$ cat src/logic/op_pkg.sv
package op_pkg;

    // ----------------------------
    // Functional unit select
    // ----------------------------
    typedef enum logic [0:0] {
        FU_ALU = 1'b0,
        FU_LSU = 1'b1
    } fu_t;

    // ----------------------------
    // ALU functions
    // ----------------------------
    typedef enum logic [3:0] {
        ALU_ADD  = 4'd0,
        ALU_SUB  = 4'd1,
        ALU_AND  = 4'd2,
        ALU_OR   = 4'd3,
        ALU_XOR  = 4'd4,
        ALU_SLL  = 4'd5,
        ALU_SRL  = 4'd6,
        ALU_SRA  = 4'd7,
        ALU_SLT  = 4'd8,
        ALU_SLTU = 4'd9
    } alu_fn_t;

    // Access size in bytes, log2 encoded
    typedef enum logic [1:0] {
        SIZE_B = 2'd0,
        SIZE_H = 2'd1,
        SIZE_W = 2'd2,
        SIZE_D = 2'd3
    } mem_size_t;

    // ----------------------------
    // Operation word views
    // ----------------------------
    typedef struct packed {
        alu_fn_t    alu_fn;
        logic       word_mode;
        logic [2:0] pad;
    } alu_op_t;

    typedef struct packed {
        logic       is_store;
        mem_size_t  size;
        logic       is_unsigned;
        logic [3:0] pad;
    } lsu_op_t;

    // Same 8-bit word, read by whichever unit got the issue
    typedef union packed {
        alu_op_t alu;
        lsu_op_t lsu;
    } op_word_t;

endpackage

$ cat src/logic/wb_pkg.sv
package wb_pkg;

    // ----------------------------
    // Datapath width
    // ----------------------------
    localparam int XLEN = 64;

    // Bytes per data word, sets the byte enable width
    localparam int XLEN_BYTES = XLEN / 8;

    // ----------------------------
    // Transaction tags
    // ----------------------------
    // Default tag width, enough for 8 results in flight
    localparam int TRANS_ID_BITS_DEFAULT = 3;

endpackage

$ cat src/logic/alu_unit.sv
`timescale 1ns/1ps

module alu_unit #(
    parameter int TRANS_ID_BITS = 3
) (
    input  logic                      clk_i,
    input  logic                      rst_ni,
    input  logic                      valid_i,
    input  op_pkg::op_word_t          op_i,
    input  logic [wb_pkg::XLEN-1:0]   a_i,
    input  logic [wb_pkg::XLEN-1:0]   b_i,
    input  logic [TRANS_ID_BITS-1:0]  trans_id_i,
    input  logic                      stall_i,
    output logic                      ready_o,
    output logic                      res_valid_o,
    output logic [wb_pkg::XLEN-1:0]   res_data_o,
    output logic [TRANS_ID_BITS-1:0]  res_trans_id_o
);

    localparam int XLEN = wb_pkg::XLEN;

    logic                     word_mode;
    logic [5:0]               shamt;
    logic [XLEN-1:0]          shift_src_l;
    logic [XLEN-1:0]          shift_src_a;
    logic [XLEN-1:0]          result_raw;
    logic [XLEN-1:0]          result_d;
    logic                     accept;
    logic                     res_valid_q;
    logic [XLEN-1:0]          res_data_q;
    logic [TRANS_ID_BITS-1:0] res_trans_id_q;

    assign word_mode = op_i.alu.word_mode;
    assign ready_o   = ~stall_i;
    assign accept    = valid_i & ready_o;

    // Word mode only looks at 5 shift bits and the low half of a
    assign shamt       = word_mode ? {1'b0, b_i[4:0]} : b_i[5:0];
    assign shift_src_l = word_mode ? {{(XLEN-32){1'b0}}, a_i[31:0]} : a_i;
    assign shift_src_a = word_mode ? {{(XLEN-32){a_i[31]}}, a_i[31:0]} : a_i;

    // ----------------------------
    // Function decode
    // ----------------------------
    always_comb begin
        unique case (op_i.alu.alu_fn)
            op_pkg::ALU_ADD:  result_raw = a_i + b_i;
            op_pkg::ALU_SUB:  result_raw = a_i - b_i;
            op_pkg::ALU_AND:  result_raw = a_i & b_i;
            op_pkg::ALU_OR:   result_raw = a_i | b_i;
            op_pkg::ALU_XOR:  result_raw = a_i ^ b_i;
            op_pkg::ALU_SLL:  result_raw = a_i << shamt;
            op_pkg::ALU_SRL:  result_raw = shift_src_l >> shamt;
            op_pkg::ALU_SRA:  result_raw = $signed(shift_src_a) >>> shamt;
            op_pkg::ALU_SLT:  result_raw = {{(XLEN-1){1'b0}}, $signed(a_i) < $signed(b_i)};
            op_pkg::ALU_SLTU: result_raw = {{(XLEN-1){1'b0}}, a_i < b_i};
            default:          result_raw = '0;
        endcase
    end

    // Sign-extend the low word for the W variants
    assign result_d = word_mode ? {{(XLEN-32){result_raw[31]}}, result_raw[31:0]} : result_raw;

    // ----------------------------
    // Result register
    // ----------------------------
    always_ff @(posedge clk_i or negedge rst_ni) begin
        if (!rst_ni) begin
            res_valid_q <= 1'b0;
        end else begin
            res_valid_q <= accept;
        end
    end

    always_ff @(posedge clk_i) begin
        if (accept) begin
            res_data_q     <= result_d;
            res_trans_id_q <= trans_id_i;
        end
    end

    assign res_valid_o    = res_valid_q;
    assign res_data_o     = res_data_q;
    assign res_trans_id_o = res_trans_id_q;

endmodule

$ cat src/logic/lsu_unit.sv
`timescale 1ns/1ps

module lsu_unit #(
    parameter int TRANS_ID_BITS = 3,
    parameter int DMEM_WORDS    = 32
) (
    input  logic                      clk_i,
    input  logic                      rst_ni,
    input  logic                      valid_i,
    input  op_pkg::op_word_t          op_i,
    input  logic [wb_pkg::XLEN-1:0]   addr_i,
    input  logic [wb_pkg::XLEN-1:0]   offset_i,
    input  logic [wb_pkg::XLEN-1:0]   wdata_i,
    input  logic [TRANS_ID_BITS-1:0]  trans_id_i,
    output logic                      ready_o,
    output logic                      res_valid_o,
    output logic [wb_pkg::XLEN-1:0]   res_data_o,
    output logic [TRANS_ID_BITS-1:0]  res_trans_id_o
);

    localparam int XLEN     = wb_pkg::XLEN;
    localparam int NBYTES   = wb_pkg::XLEN_BYTES;
    localparam int OFF_BITS = $clog2(NBYTES);
    localparam int IDX_BITS = $clog2(DMEM_WORDS);

    // Stage one
    logic                     s1_valid_q;
    logic [XLEN-1:0]          s1_addr_q;
    logic [XLEN-1:0]          s1_wdata_q;
    op_pkg::lsu_op_t          s1_op_q;
    logic [TRANS_ID_BITS-1:0] s1_trans_id_q;

    // Stage two
    logic [XLEN-1:0]          mem_q [DMEM_WORDS];
    logic [IDX_BITS-1:0]      idx;
    logic [OFF_BITS-1:0]      off;
    logic [NBYTES-1:0]        be;
    logic [XLEN-1:0]          rshift;
    logic [XLEN-1:0]          wshift;
    logic [XLEN-1:0]          ld_data;
    logic                     res_valid_q;
    logic [XLEN-1:0]          res_data_q;
    logic [TRANS_ID_BITS-1:0] res_trans_id_q;

    // Fully pipelined, one op per cycle
    assign ready_o = 1'b1;

    // ----------------------------
    // Stage one: address generation
    // ----------------------------
    always_ff @(posedge clk_i or negedge rst_ni) begin
        if (!rst_ni) begin
            s1_valid_q <= 1'b0;
        end else begin
            s1_valid_q <= valid_i & ready_o;
        end
    end

    always_ff @(posedge clk_i) begin
        if (valid_i && ready_o) begin
            s1_addr_q     <= addr_i + offset_i;
            s1_wdata_q    <= wdata_i;
            s1_op_q       <= op_i.lsu;
            s1_trans_id_q <= trans_id_i;
        end
    end

    // ----------------------------
    // Stage two: scratchpad access
    // ----------------------------
    // Upper address bits are dropped, so accesses wrap
    assign idx = s1_addr_q[OFF_BITS +: IDX_BITS];
    assign off = s1_addr_q[OFF_BITS-1:0];

    // Little-endian lane placement
    assign rshift = mem_q[idx] >> {off, 3'b000};
    assign wshift = s1_wdata_q << {off, 3'b000};

    always_comb begin
        unique case (s1_op_q.size)
            op_pkg::SIZE_B: be = NBYTES'(8'h01) << off;
            op_pkg::SIZE_H: be = NBYTES'(8'h03) << off;
            op_pkg::SIZE_W: be = NBYTES'(8'h0f) << off;
            default:        be = '1;
        endcase
    end

    // Load extension by size and signedness
    always_comb begin
        unique case (s1_op_q.size)
            op_pkg::SIZE_B:
                ld_data = {{(XLEN-8){~s1_op_q.is_unsigned & rshift[7]}}, rshift[7:0]};
            op_pkg::SIZE_H:
                ld_data = {{(XLEN-16){~s1_op_q.is_unsigned & rshift[15]}}, rshift[15:0]};
            op_pkg::SIZE_W:
                ld_data = {{(XLEN-32){~s1_op_q.is_unsigned & rshift[31]}}, rshift[31:0]};
            default:
                ld_data = rshift;
        endcase
    end

    always_ff @(posedge clk_i) begin
        if (s1_valid_q && s1_op_q.is_store) begin
            for (int i = 0; i < NBYTES; i++) begin
                if (be[i]) begin
                    mem_q[idx][8*i +: 8] <= wshift[8*i +: 8];
                end
            end
        end
    end

    always_ff @(posedge clk_i or negedge rst_ni) begin
        if (!rst_ni) begin
            res_valid_q <= 1'b0;
        end else begin
            res_valid_q <= s1_valid_q;
        end
    end

    // Stores report zero
    always_ff @(posedge clk_i) begin
        if (s1_valid_q) begin
            res_data_q     <= s1_op_q.is_store ? '0 : ld_data;
            res_trans_id_q <= s1_trans_id_q;
        end
    end

    assign res_valid_o    = res_valid_q;
    assign res_data_o     = res_data_q;
    assign res_trans_id_o = res_trans_id_q;

endmodule

$ cat src/logic/result_merge.sv
`timescale 1ns/1ps

module result_merge #(
    parameter int TRANS_ID_BITS = 3
) (
    input  logic                      clk_i,
    input  logic                      rst_ni,
    input  logic                      alu_valid_i,
    input  logic [wb_pkg::XLEN-1:0]   alu_data_i,
    input  logic [TRANS_ID_BITS-1:0]  alu_trans_id_i,
    input  logic                      lsu_valid_i,
    input  logic [wb_pkg::XLEN-1:0]   lsu_data_i,
    input  logic [TRANS_ID_BITS-1:0]  lsu_trans_id_i,
    output logic                      alu_stall_o,
    output logic                      wb_valid_o,
    output logic [wb_pkg::XLEN-1:0]   wb_data_o,
    output logic [TRANS_ID_BITS-1:0]  wb_trans_id_o
);

    logic                      collide;
    logic                      hold_valid_q;
    logic                      hold_valid_d;
    logic [wb_pkg::XLEN-1:0]   hold_data_q;
    logic [TRANS_ID_BITS-1:0]  hold_trans_id_q;

    // Both units presenting in the same cycle
    assign collide = alu_valid_i & lsu_valid_i;

    // ----------------------------
    // Writeback select
    // ----------------------------
    // LSU first, then the held ALU result, then a fresh ALU result
    always_comb begin
        if (lsu_valid_i) begin
            wb_data_o     = lsu_data_i;
            wb_trans_id_o = lsu_trans_id_i;
        end else if (hold_valid_q) begin
            wb_data_o     = hold_data_q;
            wb_trans_id_o = hold_trans_id_q;
        end else begin
            wb_data_o     = alu_data_i;
            wb_trans_id_o = alu_trans_id_i;
        end
    end

    assign wb_valid_o = lsu_valid_i | hold_valid_q | alu_valid_i;

    // ----------------------------
    // ALU hold buffer
    // ----------------------------
    // Stall also covers the collision cycle, so no ALU result
    // can land while the buffer is occupied
    assign alu_stall_o = hold_valid_q | collide;

    always_comb begin
        if (collide) begin
            hold_valid_d = 1'b1;
        end else if (!lsu_valid_i) begin
            // Port free this cycle, buffer drains
            hold_valid_d = 1'b0;
        end else begin
            hold_valid_d = hold_valid_q;
        end
    end

    always_ff @(posedge clk_i or negedge rst_ni) begin
        if (!rst_ni) begin
            hold_valid_q <= 1'b0;
        end else begin
            hold_valid_q <= hold_valid_d;
        end
    end

    always_ff @(posedge clk_i) begin
        if (collide) begin
            hold_data_q     <= alu_data_i;
            hold_trans_id_q <= alu_trans_id_i;
        end
    end

endmodule

$ cat src/logic/ex_stage.sv
`timescale 1ns/1ps

module ex_stage #(
    parameter int TRANS_ID_BITS = wb_pkg::TRANS_ID_BITS_DEFAULT,
    parameter int DMEM_WORDS    = 32
) (
    input  logic                      clk_i,
    input  logic                      rst_ni,

    // ALU issue
    input  logic                      alu_valid_i,
    input  op_pkg::op_word_t          alu_op_i,
    input  logic [wb_pkg::XLEN-1:0]   alu_a_i,
    input  logic [wb_pkg::XLEN-1:0]   alu_b_i,
    input  logic [TRANS_ID_BITS-1:0]  alu_trans_id_i,
    output logic                      alu_ready_o,

    // LSU issue
    input  logic                      lsu_valid_i,
    input  op_pkg::op_word_t          lsu_op_i,
    input  logic [wb_pkg::XLEN-1:0]   lsu_addr_i,
    input  logic [wb_pkg::XLEN-1:0]   lsu_offset_i,
    input  logic [wb_pkg::XLEN-1:0]   lsu_wdata_i,
    input  logic [TRANS_ID_BITS-1:0]  lsu_trans_id_i,
    output logic                      lsu_ready_o,

    // Writeback
    output logic                      wb_valid_o,
    output logic [wb_pkg::XLEN-1:0]   wb_data_o,
    output logic [TRANS_ID_BITS-1:0]  wb_trans_id_o
);

    // ----------------------------
    // Unit <-> merge
    // ----------------------------
    logic                     alu_res_valid;
    logic [wb_pkg::XLEN-1:0]  alu_res_data;
    logic [TRANS_ID_BITS-1:0] alu_res_trans_id;
    logic                     alu_stall;
    logic                     lsu_res_valid;
    logic [wb_pkg::XLEN-1:0]  lsu_res_data;
    logic [TRANS_ID_BITS-1:0] lsu_res_trans_id;

    alu_unit #(
        .TRANS_ID_BITS ( TRANS_ID_BITS )
    ) alu_unit_i (
        .clk_i          ( clk_i            ),
        .rst_ni         ( rst_ni           ),
        .valid_i        ( alu_valid_i      ),
        .op_i           ( alu_op_i         ),
        .a_i            ( alu_a_i          ),
        .b_i            ( alu_b_i          ),
        .trans_id_i     ( alu_trans_id_i   ),
        .stall_i        ( alu_stall        ),
        .ready_o        ( alu_ready_o      ),
        .res_valid_o    ( alu_res_valid    ),
        .res_data_o     ( alu_res_data     ),
        .res_trans_id_o ( alu_res_trans_id )
    );

    lsu_unit #(
        .TRANS_ID_BITS ( TRANS_ID_BITS ),
        .DMEM_WORDS    ( DMEM_WORDS    )
    ) lsu_unit_i (
        .clk_i          ( clk_i            ),
        .rst_ni         ( rst_ni           ),
        .valid_i        ( lsu_valid_i      ),
        .op_i           ( lsu_op_i         ),
        .addr_i         ( lsu_addr_i       ),
        .offset_i       ( lsu_offset_i     ),
        .wdata_i        ( lsu_wdata_i      ),
        .trans_id_i     ( lsu_trans_id_i   ),
        .ready_o        ( lsu_ready_o      ),
        .res_valid_o    ( lsu_res_valid    ),
        .res_data_o     ( lsu_res_data     ),
        .res_trans_id_o ( lsu_res_trans_id )
    );

    result_merge #(
        .TRANS_ID_BITS ( TRANS_ID_BITS )
    ) result_merge_i (
        .clk_i          ( clk_i            ),
        .rst_ni         ( rst_ni           ),
        .alu_valid_i    ( alu_res_valid    ),
        .alu_data_i     ( alu_res_data     ),
        .alu_trans_id_i ( alu_res_trans_id ),
        .lsu_valid_i    ( lsu_res_valid    ),
        .lsu_data_i     ( lsu_res_data     ),
        .lsu_trans_id_i ( lsu_res_trans_id ),
        .alu_stall_o    ( alu_stall        ),
        .wb_valid_o     ( wb_valid_o       ),
        .wb_data_o      ( wb_data_o        ),
        .wb_trans_id_o  ( wb_trans_id_o    )
    );

endmodule

$ cat config.mk
export PLATFORM = sky130hd
export DESIGN_NAME = ex_stage
export DESIGN_NICKNAME = d
export VERILOG_FILES = /design/src/logic/op_pkg.sv /design/src/logic/wb_pkg.sv /design/src/logic/alu_unit.sv /design/src/logic/lsu_unit.sv /design/src/logic/result_merge.sv /design/src/logic/ex_stage.sv
export SDC_FILE = /design/constraint.sdc
export NUM_CORES = 2
export LEC_CHECK = 0
export BUFFER_PORTS_ARGS = -buffer_cell sky130_fd_sc_hd__clkbuf_2
export CORE_MARGIN = 2
export CORE_UTILIZATION = 30
export CTS_CLUSTER_DIAMETER = 30
export DETAILED_ROUTE_END_ITERATION = 10
export HOLD_SLACK_MARGIN = 0.08
export PLACE_DENSITY = 0.5
export SYNTH_ARGS = -nofsm -noshare
export SYNTH_HDL_FRONTEND = slang
export SYNTH_SLANG_ARGS = --single-unit
$ cat constraint.sdc
create_clock -name clk_i -period 5.4 [get_ports clk_i]
set_clock_uncertainty 0.05 [all_clocks]
set_input_delay 0.54 -clock clk_i [delete_from_list [all_inputs] [get_ports clk_i]]
set_output_delay 0.54 -clock clk_i [all_outputs]
set_load 0.02 [all_outputs]
Yosys cells after proc, flatten, opt, wreduce, memory -nomap -nowiden
Memories as Yosys holds them, arrays and structs flattened. A register that Yosys moved wholly into a read port is not among the register bits.
Index checks and enable logic that the tools add are counted.
- register bits: 284
- bits in writable memories: 2048
- input port bits: 346
- output and inout bits: 70
- word-level logic and storage cells: 96
- memories kept: 1
- $add $sub $neg: 3
- $lt $le $gt $ge: 2
- equality and inequality tests: 12
- shifts and indexed selects: 8
- mux-type cells: 38
- bitwise operators: 13
- reduce and logical (&&, ||, !) cells: 3
- memory list (memory ; words ; width ; read ports ; clocked after memory_dff ; write ports ; line ; RTL):
    lsu_unit_i.mem_q ; 32 ; 64 ; 1 ; 1 ; 1 ; lsu_unit.sv:34 ; logic [XLEN-1:0] mem_q [DMEM_WORDS];
- operator list (cell ; count):
    $pmux 64 s10 ; 1
    $mux 64 ; 5
    $pmux 64 s3 ; 1
    $lt 64x64->1 ; 2
    $shl 64x6->64 ; 2
    $shr 64x6->64 ; 2
    $add 64x64->64 ; 1
    $and 64x64->64 ; 1
    $or 64x64->64 ; 1
    $sshr 64x6->64 ; 1
    $sub 64x64->64 ; 1
    $xor 64x64->64 ; 1
    $mux 1 ; 26
    $pmux 8 s3 ; 1
    $eq 4x3->1 const B ; 4
    $add 8x8->8 ; 1
    $eq 4x2->1 const B ; 2
    $eq 4x4->1 const B ; 2
    $shl 1x3->8 const A ; 1
    $shl 2x3->8 const A ; 1
    $shl 4x3->8 const A ; 1
    $mux 3 ; 2
    $mux 6 ; 1
    $and 1x1->1 ; 5
    10 further kinds ; 13

Depth between registers and ports, before layout
- depth in word-level cells: 5
- mapped depth: 19

Hierarchy
A second synthesis with hierarchy kept.
- cell total of the unflattened synthesis: 8099
- area, all modules: 115035.3 um^2
- modules (own cells, without submodules) (module ; instances ; cells an instance ; area an instance (um^2)):
    lsu_unit ; 1 ; 4473 ; 88504.9
    alu_unit ; 1 ; 3330 ; 23022.1
    result_merge ; 1 ; 296 ; 3508.4

Worst setup path before layout
OpenSTA, ideal clock, no wires.
- kind: input-to-reg
- from: input port alu_b_i[2] in the netlist's numbering
- to: register alu_unit_i.res_data_q[46], in the netlist alu_unit_i.res_data_o[46] (data pin)
- setup time: 0.259 ns
- data arrival time: 4.733 ns
- data required time: 5.091 ns
- setup slack: 0.358 ns
- stages on the path: 17
- buffers on the path: 5
- path through: buf_2 inv_1 clkbuf_1 buf_1 clkbuf_1 buf_1 ha_1 nand2b_1 a2111oi_0 nor3_1 or4b_1 nand3_1 nand4_1 a41oi_1 a2bb2oi_1 a21oi_1 o31a_1
- word-level cells in the longest chain between the ends: 4
- elaborated cells on any way between the ends: 8
- those cells by class: 2 x add/sub; 3 x shift; 3 x mux
- RTL lines (what ; line ; RTL):
    from (decl) ; ex_stage.sv:14 ; input logic [wb_pkg::XLEN-1:0] alu_b_i,
    parallel branches: the longest is 2 deep, another holds $sub 64x64->64 ; n/a ;
    $pmux 64 s10 * ; alu_unit.sv:46 ; unique case (op_i.alu.alu_fn)
    $mux 64 * ; alu_unit.sv:62 ; assign result_d = word_mode ? {{(XLEN-32){result_raw[31]}}, result_raw[31:0]} : result_raw;
    named net alu_unit_i.result_d[46] ; alu_unit.sv:27 ; logic [XLEN-1:0] result_d;
    to (signal assigned) ; alu_unit.sv:77 ; res_data_q <= result_d;
    to (decl) ; alu_unit.sv:30 ; logic [XLEN-1:0] res_data_q;
Mark *: on every way through the listed nets, which the timed path passes.
A chain may end at the register's enable or synchronous reset.

==> impl_metrics.ini <==
[run_status]
status = finished with violations
violations = max-capacitance violations, max-slew violations

[global_route]
grt_pass1_wl_um = 632000
grt_overflow = 0
grt_pass1_vias = 77300
antenna_found_initial = 30
grt.total_usage_pct = 23.2
grt_max_degree = 113

[worst_setup_path]
path_class = flip-flop to flip-flop
cp_num_cells = 10
rrSetupSlack_ns = 0.66
required_ns = 5.97
crit_chain = clkinv_4 -> nor3_1 -> a22oi_1 -> nand4_1 -> a21oi_1 -> o211a_1 -> a221oi_1 -> a21oi_1 -> or4_4 -> o21ai_0
rr_worst_depth = 10
cp_max_fo = 16
crit_arrival_ns = 5.31
slowest_delay_ns = 0.91
crit_slowest_cell = nor3_1
crit_path_end_kind = flip-flop
cp_top_family = simple AND/OR/NAND/NOR gates
r2r-end = lsu_unit_i.res_data_o[20]
cp_num_buf_inv = 1
start_kind = flip-flop
crit_path_end = lsu_unit_i.res_data_o[20]
cpMostUsedCell = a21oi_1

[placement]
routabilityCongestion = 1.02
port_buffers = 295
placed_area_mm2 = 0.124
dp_slack_ns = 0.119
place_hpwl_um = 338000

[synthesis]
synth_async_sr_flop_share_pct = 0.171
synth_fa_ha_area_share_pct = 2.37
ys_top_cells_by_count = 2,328 x edfxtp_1, 740 x nor2_1, 733 x mux4_2
synthXorXnorAreaFrac_pct = 0.282
muxShareOfSynthArea_pct = 17.8
yosysTopAreaCell = edfxtp_1
synth_cell_type_count = 96
synth-simple-area-share_pct = 6.62
synth.most_common_cell = edfxtp_1
synth_compound_area_share_pct = 8.97
synthesis.area_mm2 = 0.115
synth.avg_cell_area_um2 = 14.7
syn_inst = 7802
ys_top_cells_by_area = edfxtp_1 61%, mux4_2 14%, mux2i_1 2.6%
yosysTopAreaCellShare_pct = 60.9
ys_warn_count = 0
ys.flop_type = edfxtp_1
ys_seq_elements = 2337
synthesis.nets = 8364
seq_area_frac_synth_pct = 61.1
synth_top_family_by_area = multiplexers
synth_edf_count = 2328

[timing]
fin_setup_tns_ns = 0
period_share_pct = 87.8
fmax_mhz = 211
setup_viol = 0
hold_viol = 0
slew_viol_final = 1
setup_ws_ns = 0.660
rsz0062_at_grt = no
min_period_ns = 4.74
worst_slew_pin_slew_ns = 1.46
slew_headroom_pct = -0.0209

[finish]
regArea_mm2 = 0.0701
fillers = 36200
drive_above_1_share_pct = 26.7
area_growth_pct = 21.3
finalNetCount = 9063
finish.instance_area_mm2 = 0.139
multiInputGateArea_mm2 = 0.0416

[pwr]
p_leak_nw = 44.5
p_total_w = 0.0583
ir_worst_vdd_mv = 0.361
pwr_density_cell_mw_per_mm2 = 419

[die]
rows = 227
die_area_mm2 = 0.387
ioPinCount = 416
die_w_um = 622
die_h_um = 622
core_area_mm2 = 0.381
start_util_pct = 30.1

[detailed_routing]
drt_wl_total_um = 461000
drt_first_iter_violations = 9063
remaining_drc_errors = 0
via_per_inst = 5.61
vias = 78000
first_pass_iters = 6
avgRoutedWirePerCell_um = 33.2
ant_nets = 0

[clock_tree]
cts_tree = built
cts_made_buffers = 402
cts_setup_buffers = 0
root_buffer = clkbuf_16
cts_max_path_buffers = 4
clk_pin_slew_ns = 0.05
numClockSinks = 2337
clk_latency_ns = 0.90
ctsHtreeMaxLevel = 5

[flow_run]
maxCapViolations = 1

[min_path]
hold_path_class = input port to flip-flop
worst min path at each step:
stage / from / slack (ns) / to / cells past startpoint
after floorplan: rst_ni / 0.19 / alu_unit_i.res_valid_o / 0
after global placement: rst_ni / 0.30 / alu_unit_i.res_valid_o / 1
after detailed placement: rst_ni / 0.30 / alu_unit_i.res_valid_o / 1
after CTS: lsu_addr_i[4] / 0.09 / lsu_unit_i.s1_addr_q[4] / 3
after global routing: lsu_addr_i[3] / 0.14 / lsu_unit_i.s1_addr_q[3] / 3
final: lsu_addr_i[1] / 0.12 / lsu_unit_i.s1_addr_q[1] / 4
report_power, final:
| group | internal (W) | switching, W | total [W] |
|---|---|---|---|
| clock | 0.0166 | 0.00932 | 0.0259 |
| combinational | 0.00379 | 0.00723 | 0.0110 |
| sequential | 0.0210 | 0.000314 | 0.0214 |
| total | 0.0414 | 0.0169 | 0.0583 |
registers in the layout, indices dropped and copies added, names as in the netlist, named ones only:
signal,count
alu_unit_i.res_data_o,64
alu_unit_i.res_trans_id_o,3
alu_unit_i.res_valid_o,1
lsu_unit_i.mem_q,2048
lsu_unit_i.res_data_o,64
lsu_unit_i.res_trans_id_o,3
lsu_unit_i.res_valid_o,1
lsu_unit_i.s1_addr_q,8
lsu_unit_i.s1_op_q,4
lsu_unit_i.s1_trans_id_q,3
lsu_unit_i.s1_valid_q,1
lsu_unit_i.s1_wdata_q,64
result_merge_i.hold_data_q,64
result_merge_i.hold_trans_id_q,3
result_merge_i.hold_valid_q,1
worst min-delay path, cell delays in order:
cell,delay [ns]
clkbuf_2,0.09
inv_1,0.07
fa_1,0.16
inv_1,0.03
metal layers:
metal,up-vias,GRT usage (%),share of wire (%)
met2,3793,38.4,48
met1,40800,30.1,40
li1,32600,-,-
met3,730,3.94,7.3
met5,-,0,0.019
met4,12,9.39,4.5
per-stage QoR:
step	cells	util, %	hold slack, ns
after floorplan	7802	-	0.194
after global placement	13100	32.6	0.304
after detailed placement	13100	32.6	0.304
after CTS	13900	36.5	0.0851
after global routing	13900	36.5	0.136
final	13900	36.5	0.121
area by class of cell:
| class | instances | share of cell area (%) |
|---|---|---|
| clock inverters | 302 | 2.56 |
| clock buffers | 442 | 7.44 |
| diodes | 15 | 0.0270 |
| repair buffers | 852 | 4.56 |
| well taps | 5038 | 4.53 |
| flip-flops and latches | 2337 | 50.4 |
| multi-input cells | 4691 | 29.9 |
| inverters | 217 | 0.593 |
kinds of logic (layout without fill, tap and decap cells):
| family | count (synthesis) | count (layout) |
|---|---|---|
| flip-flops | 2337 | 2337 |
| AND/OR/NAND/NOR | 1734 | 1734 |
| AO/OA/AOI/OAI | 1591 | 1591 |
| multiplexers | 1112 | 1112 |
| buffers and inverters | 774 | 1813 |
| adder cells (fa/ha/maj) | 216 | 216 |
| XOR/XNOR | 37 | 37 |
| other | 1 | 16 |
placed cells by master, fill, tap and decap left out, drive strengths merged, types with 34 or more instances in the layout:
| master | count |
|---|---|
| nor2 | 740 |
| bufinv | 54 |
| nand2 | 518 |
| nand4 | 37 |
| nor2b | 38 |
| mux2i | 294 |
| xnor2 | 34 |
| ha | 213 |
| nor3 | 82 |
| inv | 272 |
| and2 | 44 |
| o221ai | 48 |
| o21ai | 369 |
| o31ai | 34 |
| a221o | 35 |
| a31oi | 51 |
| dlygate4sd3 | 84 |
| edfxtp | 2328 |
| buf | 478 |
| clkinv | 143 |
| mux4 | 733 |
| clkinvlp | 50 |
| a21o | 55 |
| a22oi | 53 |
| o211ai | 51 |
| mux2 | 85 |
| clkbuf | 732 |
| o22ai | 56 |
| a221oi | 76 |
| nor4 | 39 |
| nand3 | 101 |
| a211oi | 75 |
| o21bai | 44 |
| a21oi | 443 |
timing repair:
action	in CTS	in global routing
endpoints found under the hold margin	84	0
gates resized for setup	0	0
hold buffers	84	0
No activity file was read; power rests on OpenSTA's default activity.
